## config.mk

```make
export PLATFORM = sky130hd
export DESIGN_NAME = mesh_setup_master
export DESIGN_NICKNAME = d
export VERILOG_FILES = /design/src/common/mesh_setup_pkg.sv /design/src/rtl/mesh_setup_master.sv /design/src/rtl/route_commit.sv /design/src/rtl/route_select.sv
export SDC_FILE = /design/constraint.sdc
export NUM_CORES = 1
export LEC_CHECK = 0
export BUFFER_PORTS_ARGS = -buffer_cell sky130_fd_sc_hd__buf_2
export CAP_MARGIN = 20
export CORE_AREA = 2 2 125 127
export CTS_BUF_LIST = sky130_fd_sc_hd__clkbuf_8
export DETAILED_ROUTE_END_ITERATION = 8
export DIE_AREA = 0 0 127 129
export PLACE_DENSITY = 0.73
export SYNTH_ARGS = -nofsm -noshare
export SYNTH_HDL_FRONTEND = slang
export SYNTH_SLANG_ARGS = --single-unit
```

## constraint.sdc

```tcl
create_clock -name clock -period 8.35 [get_ports clock]
set_input_delay 1.67 -clock clock [delete_from_list [all_inputs] [get_ports clock]]
set_output_delay 1.67 -clock clock [all_outputs]
set_load 0.03 [all_outputs]
```

## src/common/mesh_setup_pkg.sv

```systemverilog
//####################################################################
// mesh setup package
// sizes, direction codes, ring tables and router control word
// for the 2x2 mesh path-setup master
//####################################################################

`default_nettype none

package mesh_setup_pkg;

    localparam int num_nodes      = 4;   // routers and processors
    localparam int num_dirs       = 5;   // n, s, e, w, processor
    localparam int sel_width      = 3;
    localparam int paths_per_node = 7;
    localparam int num_paths      = num_nodes * paths_per_node;

    typedef logic [1:0] node_id_t;

    // edge index, also enable bit and select slot
    localparam logic [2:0] dir_north = 3'd4;
    localparam logic [2:0] dir_south = 3'd3;
    localparam logic [2:0] dir_east  = 3'd2;
    localparam logic [2:0] dir_west  = 3'd1;
    localparam logic [2:0] dir_proc  = 3'd0;

    // input edge feeding an output edge
    localparam logic [sel_width-1:0] sel_from_north = 3'b000;
    localparam logic [sel_width-1:0] sel_from_south = 3'b001;
    localparam logic [sel_width-1:0] sel_from_east  = 3'b010;
    localparam logic [sel_width-1:0] sel_from_west  = 3'b011;
    localparam logic [sel_width-1:0] sel_from_proc  = 3'b100;

    // clockwise ring is r0 -> r2 -> r3 -> r1 -> r0
    // r2 r3 on top, r0 r1 below
    localparam node_id_t cw_next [num_nodes] = '{2'd2, 2'd0, 2'd3, 2'd1};
    localparam node_id_t ccw_next [num_nodes] = '{2'd1, 2'd3, 2'd0, 2'd2};

    // edge leaving towards the neighbour
    localparam logic [2:0] cw_out_dir [num_nodes] = '{
        dir_north,   // r0 up to r2
        dir_west,    // r1 left to r0
        dir_east,    // r2 right to r3
        dir_south    // r3 down to r1
    };
    localparam logic [2:0] ccw_out_dir [num_nodes] = '{
        dir_east,
        dir_north,
        dir_south,
        dir_west
    };

    // edge on which traffic arrives going that way round
    localparam logic [sel_width-1:0] cw_in_sel [num_nodes] = '{
        sel_from_east,
        sel_from_north,
        sel_from_south,
        sel_from_west
    };
    localparam logic [sel_width-1:0] ccw_in_sel [num_nodes] = '{
        sel_from_north,
        sel_from_west,
        sel_from_east,
        sel_from_south
    };

    // one router's control word, flat or split
    // enables also act as write mask of a proposal
    typedef union packed {
        logic [num_dirs*(sel_width+1)-1:0] raw;
        struct packed {
            logic [num_dirs-1:0][sel_width-1:0] sel;  // north in msbs
            logic [num_dirs-1:0]                en;
        } fields;
    } router_ctrl_u;

endpackage

`default_nettype wire
```

## src/rtl/mesh_setup_master.sv

```systemverilog
//####################################################################
// mesh setup master
// four route selectors feeding one commit stage
//####################################################################

`timescale 1ns/100ps
`default_nettype none

module mesh_setup_master
    import mesh_setup_pkg::*;
(
    input  wire logic                          clock,
    input  wire logic                          reset,
    input  wire logic [num_paths-1:0]          path_free,     // 1 = free
    input  wire logic [num_nodes-1:0]          request,
    input  wire node_id_t [num_nodes-1:0]      request_dest,
    output router_ctrl_u [num_nodes-1:0]       router_ctrl,
    output logic [num_nodes-1:0]               response,
    output logic [num_nodes*num_dirs-1:0]      path_block
);

    router_ctrl_u [num_nodes-1:0] proposal [num_nodes];
    logic [num_nodes-1:0]         grant;

    // one selector per processor, seven path bits each
    for (genvar n = 0; n < num_nodes; n++)
    begin : gen_select
        route_select #(
            .source    (node_id_t'(n))
        ) u_select (
            .request   (request[n]),
            .dest      (request_dest[n]),
            .path_free (path_free[n*paths_per_node +: paths_per_node]),
            .proposal  (proposal[n]),
            .grant     (grant[n])
        );
    end

    route_commit u_commit (
        .clock       (clock),
        .reset       (reset),
        .proposal_0  (proposal[0]),
        .proposal_1  (proposal[1]),
        .proposal_2  (proposal[2]),
        .proposal_3  (proposal[3]),
        .grant       (grant),
        .router_ctrl (router_ctrl),
        .response    (response),
        .path_block  (path_block)
    );

endmodule

`default_nettype wire

```

## src/rtl/route_commit.sv

```systemverilog
//####################################################################
// route commit
// merges the four route proposals in processor order, registers
// router controls and grants, and flags blocked edges
//####################################################################

`timescale 1ns/100ps
`default_nettype none

module route_commit
    import mesh_setup_pkg::*;
(
    input  wire logic                              clock,
    input  wire logic                              reset,
    input  wire router_ctrl_u [num_nodes-1:0]      proposal_0,
    input  wire router_ctrl_u [num_nodes-1:0]      proposal_1,
    input  wire router_ctrl_u [num_nodes-1:0]      proposal_2,
    input  wire router_ctrl_u [num_nodes-1:0]      proposal_3,
    input  wire logic [num_nodes-1:0]              grant,
    output router_ctrl_u [num_nodes-1:0]           router_ctrl,
    output logic [num_nodes-1:0]                   response,
    output logic [num_nodes*num_dirs-1:0]          path_block  // 1 = edge not enabled
);

    router_ctrl_u [num_nodes-1:0] proposals [num_nodes];  // by processor
    router_ctrl_u [num_nodes-1:0] ctrl_next;

    assign proposals[0] = proposal_0;
    assign proposals[1] = proposal_1;
    assign proposals[2] = proposal_2;
    assign proposals[3] = proposal_3;

    // later processors win on a shared edge, enables accumulate
    always_comb
    begin
        for (int r = 0; r < num_nodes; r++)
        begin
            ctrl_next[r].raw       = router_ctrl[r].raw;  // selects hold
            ctrl_next[r].fields.en = '0;
        end
        for (int p = 0; p < num_nodes; p++)
        begin
            for (int r = 0; r < num_nodes; r++)
            begin
                for (int d = 0; d < num_dirs; d++)
                begin
                    if (proposals[p][r].fields.en[d])
                    begin
                        ctrl_next[r].fields.sel[d] = proposals[p][r].fields.sel[d];
                        ctrl_next[r].fields.en[d]  = 1'b1;
                    end
                end
            end
        end
    end

    // one cycle from request to response
    always_ff @(posedge clock or posedge reset)
    begin
        if (reset)
        begin
            router_ctrl <= '0;
            response    <= '0;
        end
        else
        begin
            router_ctrl <= ctrl_next;
            response    <= grant;
        end
    end

    // valid ahead of the edge with router 3 in the top bits
    for (genvar r = 0; r < num_nodes; r++)
    begin : gen_block
        assign path_block[r*num_dirs +: num_dirs] = ~ctrl_next[r].fields.en;
    end

endmodule

`default_nettype wire

```

## src/rtl/route_select.sv

```systemverilog
//####################################################################
// route select for one source processor
// picks primary or alternate ring route and walks it to build
// proposed select and enable settings for all four routers
//####################################################################

`timescale 1ns/100ps
`default_nettype none

module route_select
    import mesh_setup_pkg::*;
#(
    parameter node_id_t source = 2'd0
)
(
    input  wire logic                      request,
    input  wire node_id_t                  dest,
    input  wire logic [paths_per_node-1:0] path_free,  // slot 0 self
    output router_ctrl_u [num_nodes-1:0]   proposal,
    output logic                           grant
);

    logic       is_self;
    logic       adjacent_cw;
    logic       adjacent_ccw;
    logic       primary_cw;     // primary route goes clockwise
    node_id_t   dest_rank;      // position among the other three nodes
    logic [2:0] primary_slot;
    logic [2:0] alt_slot;
    logic       route_ok;
    logic       walk_cw;
    node_id_t   node;           // router reached during the walk
    logic       arrived;

    function automatic node_id_t step_node(input node_id_t n, input logic cw);
        return cw ? cw_next[n] : ccw_next[n];
    endfunction

    function automatic logic [2:0] exit_edge(input node_id_t n, input logic cw);
        return cw ? cw_out_dir[n] : ccw_out_dir[n];
    endfunction

    function automatic logic [sel_width-1:0] entry_sel(input node_id_t n, input logic cw);
        return cw ? cw_in_sel[n] : ccw_in_sel[n];
    endfunction

    // write one select field and raise its enable
    function automatic router_ctrl_u set_edge(
        input router_ctrl_u         word,
        input logic [2:0]           edge_idx,
        input logic [sel_width-1:0] sel
    );
        router_ctrl_u result;
        result = word;
        result.fields.sel[edge_idx] = sel;
        result.fields.en[edge_idx]  = 1'b1;
        return result;
    endfunction

    assign is_self      = (dest == source);
    assign adjacent_cw  = (dest == cw_next[source]);
    assign adjacent_ccw = (dest == ccw_next[source]);

    // direct link when adjacent, else parity of the source
    assign primary_cw = adjacent_cw ? 1'b1 :
                        adjacent_ccw ? 1'b0 :
                        !source[0];

    // other destinations in ascending order, two slots each
    assign dest_rank    = (dest < source) ? dest : node_id_t'(dest - 2'd1);
    assign primary_slot = {dest_rank, 1'b1};
    assign alt_slot     = primary_slot + 3'd1;

    always_comb
    begin
        route_ok = 1'b0;
        walk_cw  = primary_cw;
        if (is_self)
        begin
            route_ok = path_free[0];  // only one route to itself
        end
        else if (path_free[primary_slot])
        begin
            route_ok = 1'b1;
        end
        else if (path_free[alt_slot])
        begin
            route_ok = 1'b1;
            walk_cw  = !primary_cw;   // other way round
        end
    end

    // walk the ring from source to dest
    always_comb
    begin
        proposal = '0;
        grant    = 1'b0;
        node     = source;
        arrived  = 1'b0;
        if (request && route_ok)
        begin
            grant = 1'b1;
            if (is_self)
            begin
                proposal[source] = set_edge(proposal[source], dir_proc, sel_from_proc);
            end
            else
            begin
                // source router takes data from its processor
                proposal[source] = set_edge(proposal[source],
                                            exit_edge(source, walk_cw),
                                            sel_from_proc);
                node = step_node(source, walk_cw);

                // at most two routers in between
                for (int hop = 0; hop < num_nodes - 1; hop++)
                begin
                    if (node == dest)
                    begin
                        arrived = 1'b1;
                    end
                    if (!arrived)
                    begin
                        proposal[node] = set_edge(proposal[node],
                                                  exit_edge(node, walk_cw),
                                                  entry_sel(node, walk_cw));
                        node = step_node(node, walk_cw);
                    end
                end

                // hand over to the destination processor
                proposal[dest] = set_edge(proposal[dest], dir_proc,
                                          entry_sel(dest, walk_cw));
            end
        end
    end

endmodule

`default_nettype wire

```

==> impl_metrics.ini, run 1 <==
[run_status]
status = complete, no violations

[yosys]
synthFlopType = dfrtp_1
synth_edf_count = 0
postSynth.asyncResetShare_pct = 100
ys_ff_latch = 84
seq_area_frac_synth_pct = 31.8
synth.avg_cell_area_um2 = 8.18
syn-cell-area_mm2 = 0.00661
yosys_warnings = 0
yosysUniqueCellTypes = 80
syn_inst = 808
synth_fp_nets = 885

[timing]
fin_setup_tns_ns = 0
setup_viol = 0
period_share_pct = 93.0
hold_viol = 0
period_needed_ns = 7.76
worst_pin_slew_ns = 0.953
slew_headroom_pct = 35.7
finalMaxSlewViolations = 0
rsz0062_at_grt = false
max_freq_ghz = 0.129
skew_ns = 0

[power_and_ir_drop]
power.share.clock_pct = 18.3
power.share.switching_pct = 46.5
p_per_area_mw_per_mm2 = 200
vdd_ir_drop_max_v = 0.000137
p_switching_mw = 0.728
p_int_mw = 0.838
p_leak_nw = 3.78
p_seq_share_pct = 34.7
p_comb_share_pct = 47.0

[final_layout]
drive_above_1_share_pct = 24.0
fillers = 1474
areaGrowthSynthToFinish_pct = 18.2
stdcell_area_mm2 = 0.00781
final_common_cell = buf_2
layout_common_cells = 145 x buf_2, 108 x nand2_1, 84 x dfrtp_1
nets = 1028
diodes = 0

[die]
core-area_mm2 = 0.0150
rows = 45
io_pins = 146
die_y_um = 129
dieArea_mm2 = 0.0164
die_w_um = 127
start_util_pct = 44.1

[clock_network]
post_cts_buffers = 0
htreeDepth = 3
cts_tree = yes
cts.sinks = 84
clock_latency_ns = 0.39
cts_buffers = 9
clk_pin_slew_ns = 0.09
cts_buffer_depth = 2
cts_resized = 0
cts_root_buffer = clkbuf_8
cts_hold_buf = 0

[setup_path]
worstSetupStartpointType = input port
critPathArrivalTime_ns = 6.09
cp.required_ns = 6.68
cp-end-kind = primary output
worstSetupPathType = input port to primary output
cp_max_fo = 15

[grt]
met1_usage_pct = 38.3
busiest_layer = met2
grt_pass1_wl_mm = 35.8
antenna_found_initial = 0
grt.total_usage_pct = 28.3
grt.overflow.total = 0
grt_max_degree = 55
grt_pass1_vias = 6311
grtUsageMet2_pct = 44.3
grt_use_met3_pct = 5.90

[detailed_routing]
firstDrtPassIters = 5
drc = 0
drt-total-wl_mm = 23.2
via_per_inst = 6.04
wl_per_cell_um = 20.3
antenna_left = 0
vias = 6912
drt_iter0_drc = 721

[place]
gp_congestion = 0.956
io_buffers = 145
dp_hpwl_mm = 18.3
placed_cell_area_mm2 = 0.00763

[run]
maxCapViolations = 0

[worst_hold_path]
min_path_type = flip-flop to flip-flop
-- worst paths after layout --
kind / from / to / slack [ns] / cells after the start
max: request_dest[5] / path_block[16] / 0.59 / 20
min: u_commit.router_ctrl[11] / u_commit.router_ctrl[11] / 0.48 / 2
min reg2reg: u_commit.router_ctrl[11] / u_commit.router_ctrl[11] / 0.48 / 2
min in group asynchronous: reset / u_commit.router_ctrl[0] / 1.30 / 2
max in group asynchronous: reset / u_commit.router_ctrl[37] / 5.95 / 3
max reg2reg: u_commit.router_ctrl[73] / u_commit.router_ctrl[73] / 7.35 / 3
-- cell type report --
cell class / instances / area [µm²] / area share [%]
clock buffer: 9 / 124 / 1.59
tap: 188 / 235 / 3.01
sequential: 84 / 2100 / 26.9
multi-input combinational: 616 / 4090 / 52.4
inverter: 64 / 241 / 3.09
clock inverter: 7 / 58.8 / 0.753
timing repair buffer: 176 / 958 / 12.3
-- worst max-delay path: stages --
cell	delay, ns
buf_2	0.10
inv_1	0.07
buf_4	0.23
ha_1	0.42
mux4_2	0.67
mux2i_4	0.20
inv_2	0.05
ha_1	0.32
nor2b_1	0.17
ha_1	0.25
nand2b_1	0.07
o2111ai_1	0.09
a2bb2oi_2	0.19
nand3_1	0.12
buf_4	0.19
a221oi_2	0.36
o311ai_0	0.20
a21oi_1	0.37
nor2_1	0.14
buf_2	0.20
-- kinds of logic after synthesis --
group,share of synthesized area (%)
buffers and inverters,6.36
XOR/XNOR,1.46
flip-flops,31.8
AO/OA/AOI/OAI,26.6
AND/OR/NAND/NOR,21.6
adder cells (fa/ha/maj),6.63
multiplexers,5.53
-- cells in the mapped netlist (5+ instances only) --
| master | number | area (µm²) |
|---|---|---|
| nor2b_1 | 13 | 81.3 |
| a211o_1 | 6 | 52.6 |
| nand2b_1 | 11 | 68.8 |
| and2_1 | 8 | 50.1 |
| o22ai_1 | 7 | 43.8 |
| a31oi_1 | 11 | 68.8 |
| a21o_1 | 7 | 52.6 |
| a211oi_1 | 7 | 52.6 |
| dfrtp_1 | 84 | 2100 |
| mux2_2 | 8 | 90.1 |
| nand3_1 | 36 | 180 |
| o21a_1 | 9 | 67.6 |
| o211ai_1 | 11 | 82.6 |
| buf_2 | 6 | 30.0 |
| nor3_1 | 16 | 80.1 |
| xor2_1 | 5 | 43.8 |
| mux4_2 | 5 | 113 |
| o311ai_0 | 6 | 52.6 |
| and3_1 | 16 | 100 |
| clkbuf_1 | 34 | 128 |
| a21oi_1 | 53 | 265 |
| ha_1 | 35 | 438 |
| inv_1 | 61 | 229 |
| nor2_1 | 56 | 210 |
| a22o_1 | 10 | 87.6 |
| mux2i_1 | 14 | 140 |
| xnor2_1 | 6 | 52.6 |
| nand2_1 | 108 | 405 |
| nand4_1 | 9 | 56.3 |
| o21ai_0 | 30 | 150 |
-- flip-flops by register name, summed over array words and instances, names as in the netlist --
| register | flops |
|---|---|
| u_commit.response | 4 |
| u_commit.router_ctrl | 80 |
-- power by group through the flow --
stage / clock (mW) / combinational [mW] / sequential, mW
6_report: 0.286 / 0.737 / 0.543
5_1_grt: 0.306 / 0.788 / 0.551
2_1_floorplan: 0 / 0.318 / 0.722
3_3_place_gp: 0 / 0.726 / 0.550
3_5_place_dp: 0 / 0.731 / 0.552
4_1_cts: 0.291 / 0.733 / 0.544
-- per-layer routing --
layer,vias up,part of all wire [%]
li1,3231,-
met1,3297,44
met2,327,45
met3,57,7.2
met4,0,4.0
met5,-,0
-- through the flow --
step	hold WS (ns)	instances	worst slack [ns]	total power, mW	utilization, %
CTS	0.484	1144	0.633	1.57	52.2
floorplan	0.648	808	0.0150	1.04	-
detailed placement	0.462	1128	0.641	1.28	51.0
global route	0.513	1144	0.285	1.64	52.2
finish	0.485	1144	0.586	1.57	52.2
global placement	0.459	1128	0.732	1.28	51.0
No activity file was read; power rests on OpenSTA's default activity.
==> run 2: changes to the inputs <==
BUFFER_PORTS_ARGS = unset   (was -buffer_cell sky130_fd_sc_hd__buf_2)
DONT_BUFFER_PORTS = 1   (was unset)
PLACE_DENSITY = 0.64   (was 0.73)
==> run 2 against run 1 <==
Non-clock buffer count is 147 lower. Critical endpoint is now path_block[6]. Setup slack better by 0.19 ns. Wire length is 8.1% higher. Critical path depth is 2 lower. Critical path type unchanged. Clock power is 6% higher. Clock-buffer cell count stayed put. Largest cell class unchanged. Largest power group is now sequential cells.
==> impl_metrics.ini, run 2 (synthesis results as in run 1) <==
[setup_path]
worstSetupStartpointType = input port
slowest_stage = and4b_1
cp.required_ns = 6.68
crit_chain = clkinv_1 -> ha_1 -> buf_4 -> nand3b_1 -> o211a_1 -> mux2i_4 -> inv_2 -> ha_1 -> nor2b_1 -> ha_1 -> nand2b_1 -> o2111ai_1 -> a2bb2oi_2 -> nand3_1 -> a21boi_0 -> o311a_1 -> o21ai_1 -> and4b_1
slowest_delay_ns = 0.48
critPathArrivalTime_ns = 5.90
worstSetupPathType = input port to primary output
r2r_end = u_commit.router_ctrl[73]
r2r_slack_ns = 7.18
reg2reg_depth = 3
worst_path_most_repeated_cell = ha_1
cp_max_fo = 26
r2r-start = u_commit.router_ctrl[73]
cp-end-kind = primary output

[timing]
worst_pin_slew_ns = 1.07
period_share_pct = 90.7
slew_headroom_pct = 27.9
skew_ns = 0
rsz0062_at_grt = false
period_needed_ns = 7.57
whs_ns = 0.682
finalMaxSlewViolations = 0
fin_setup_tns_ns = 0
setup_viol = 0
max_freq_ghz = 0.132
hold_viol = 0

[grt]
antenna_found_initial = 0
grt_pass1_wl_mm = 37.7
grt_pass1_vias = 6251
grt_max_degree = 85
grt.total_usage_pct = 30.5
grt.overflow.total = 0

[power_and_ir_drop]
vdd_ir_drop_max_v = 0.000109
p_leak_nw = 3.17
p_per_area_mw_per_mm2 = 209

[clock_network]
post_cts_buffers = 0
cts.sinks = 84
cts_hold_buf = 0
cts_buffers = 9
clk_pin_slew_ns = 0.10
cts_resized = 0
htreeDepth = 3
clock_latency_ns = 0.38
cts_buffer_depth = 2
cts_tree = yes
cts_root_buffer = clkbuf_8

[detailed_routing]
wl_per_cell_um = 25.2
vias = 6413
via_per_inst = 6.43
firstDrtPassIters = 6
drt_iter0_drc = 651
drc = 0
antenna_left = 0
drt-total-wl_mm = 25.1

[die]
core-area_mm2 = 0.0150
die_y_um = 129
io_pins = 146
dieArea_mm2 = 0.0164
die_w_um = 127
rows = 45
start_util_pct = 44.1

[place]
io_buffers = 0
placed_cell_area_mm2 = 0.00688
gp_congestion = 0.907
dp_hpwl_mm = 19.4

[worst_hold_path]
hp-start = u_commit.router_ctrl[11]
min_path_type = flip-flop to flip-flop
hold_end = u_commit.router_ctrl[11]
hold_depth = 2

[run_status]
status = complete, no violations

[run]
maxCapViolations = 0

[final_layout]
final_common_cell = nand2_1
seqCellArea_mm2 = 0.00210
nets = 881
largest_reg_flops = 80
largest-register = u_commit.router_ctrl
areaGrowthSynthToFinish_pct = 7.38
top_regs = u_commit.router_ctrl: 80 flops, u_commit.response: 4 flops
layout_common_cells = 108 x nand2_1, 84 x dfrtp_1, 60 x inv_1
fillers = 1529
drive_above_1_share_pct = 10.1
multi_input_area_mm2 = 0.00409
stdcell_area_mm2 = 0.00710
diodes = 0
-- run 2: cell types whose count changed in the layout (fill, tap and decap cells not counted), sizes merged --
cell and change:
clkinv -3, clkinvlp +1, buf -147, inv +2
-- run 2: area by class of cell --
type | count | share of cell area (%)
clock buffer | 9 | 1.75
clock inverter | 7 | 0.970
inverter | 64 | 3.42
multi-input combinational | 616 | 57.7
sequential | 84 | 29.6
tap | 188 | 3.31
timing repair buffer | 29 | 3.24
-- run 2: per-layer routing --
| metal | global-route usage [%] | share of wire, % |
|---|---|---|
| met2 | 49.4 | 47 |
| met1 | 39.9 | 43 |
| met3 | 6.28 | 6.5 |
| met4 | 12.7 | 3.6 |
| met5 | 0 | 0 |
-- run 2: worst max path at each step --
stage	endpoint	start	depth (start not counted)
6_report	path_block[6]	request_dest[4]	18
5_1_grt	path_block[1]	request_dest[4]	19
4_1_cts	path_block[16]	request_dest[5]	19
3_5_place_dp	path_block[16]	request_dest[5]	20
3_3_place_gp	path_block[1]	request_dest[5]	18
2_1_floorplan	path_block[16]	request_dest[4]	20
-- run 2: worst max-delay path, delay by kind of cell --
kind            cells  cell delay (ns)
mux                 1             0.28
fa+ha+maj           3             0.98
simple gates        5             1.05
buf+inv             3             0.40
compound gates      6             1.49
-- run 2: power breakdown --
part,total [mW],switching [mW],internal (mW),leakage (nW)
clock network,0.304,0.188,0.116,0.0915
logic,0.440,0.282,0.159,2.03
registers,0.742,0.251,0.491,1.05
-- run 2: stage by stage --
step / power (mW) / instances / util, % / setup slack [ns]
floorplan: 1.04 / 808 / - / 0.0150
global placement: 1.18 / 980 / 46.0 / 0.910
detailed placement: 1.18 / 980 / 46.0 / 0.875
CTS: 1.48 / 996 / 47.3 / 0.854
global route: 1.56 / 997 / 47.4 / 0.442
finish: 1.49 / 997 / 47.4 / 0.778
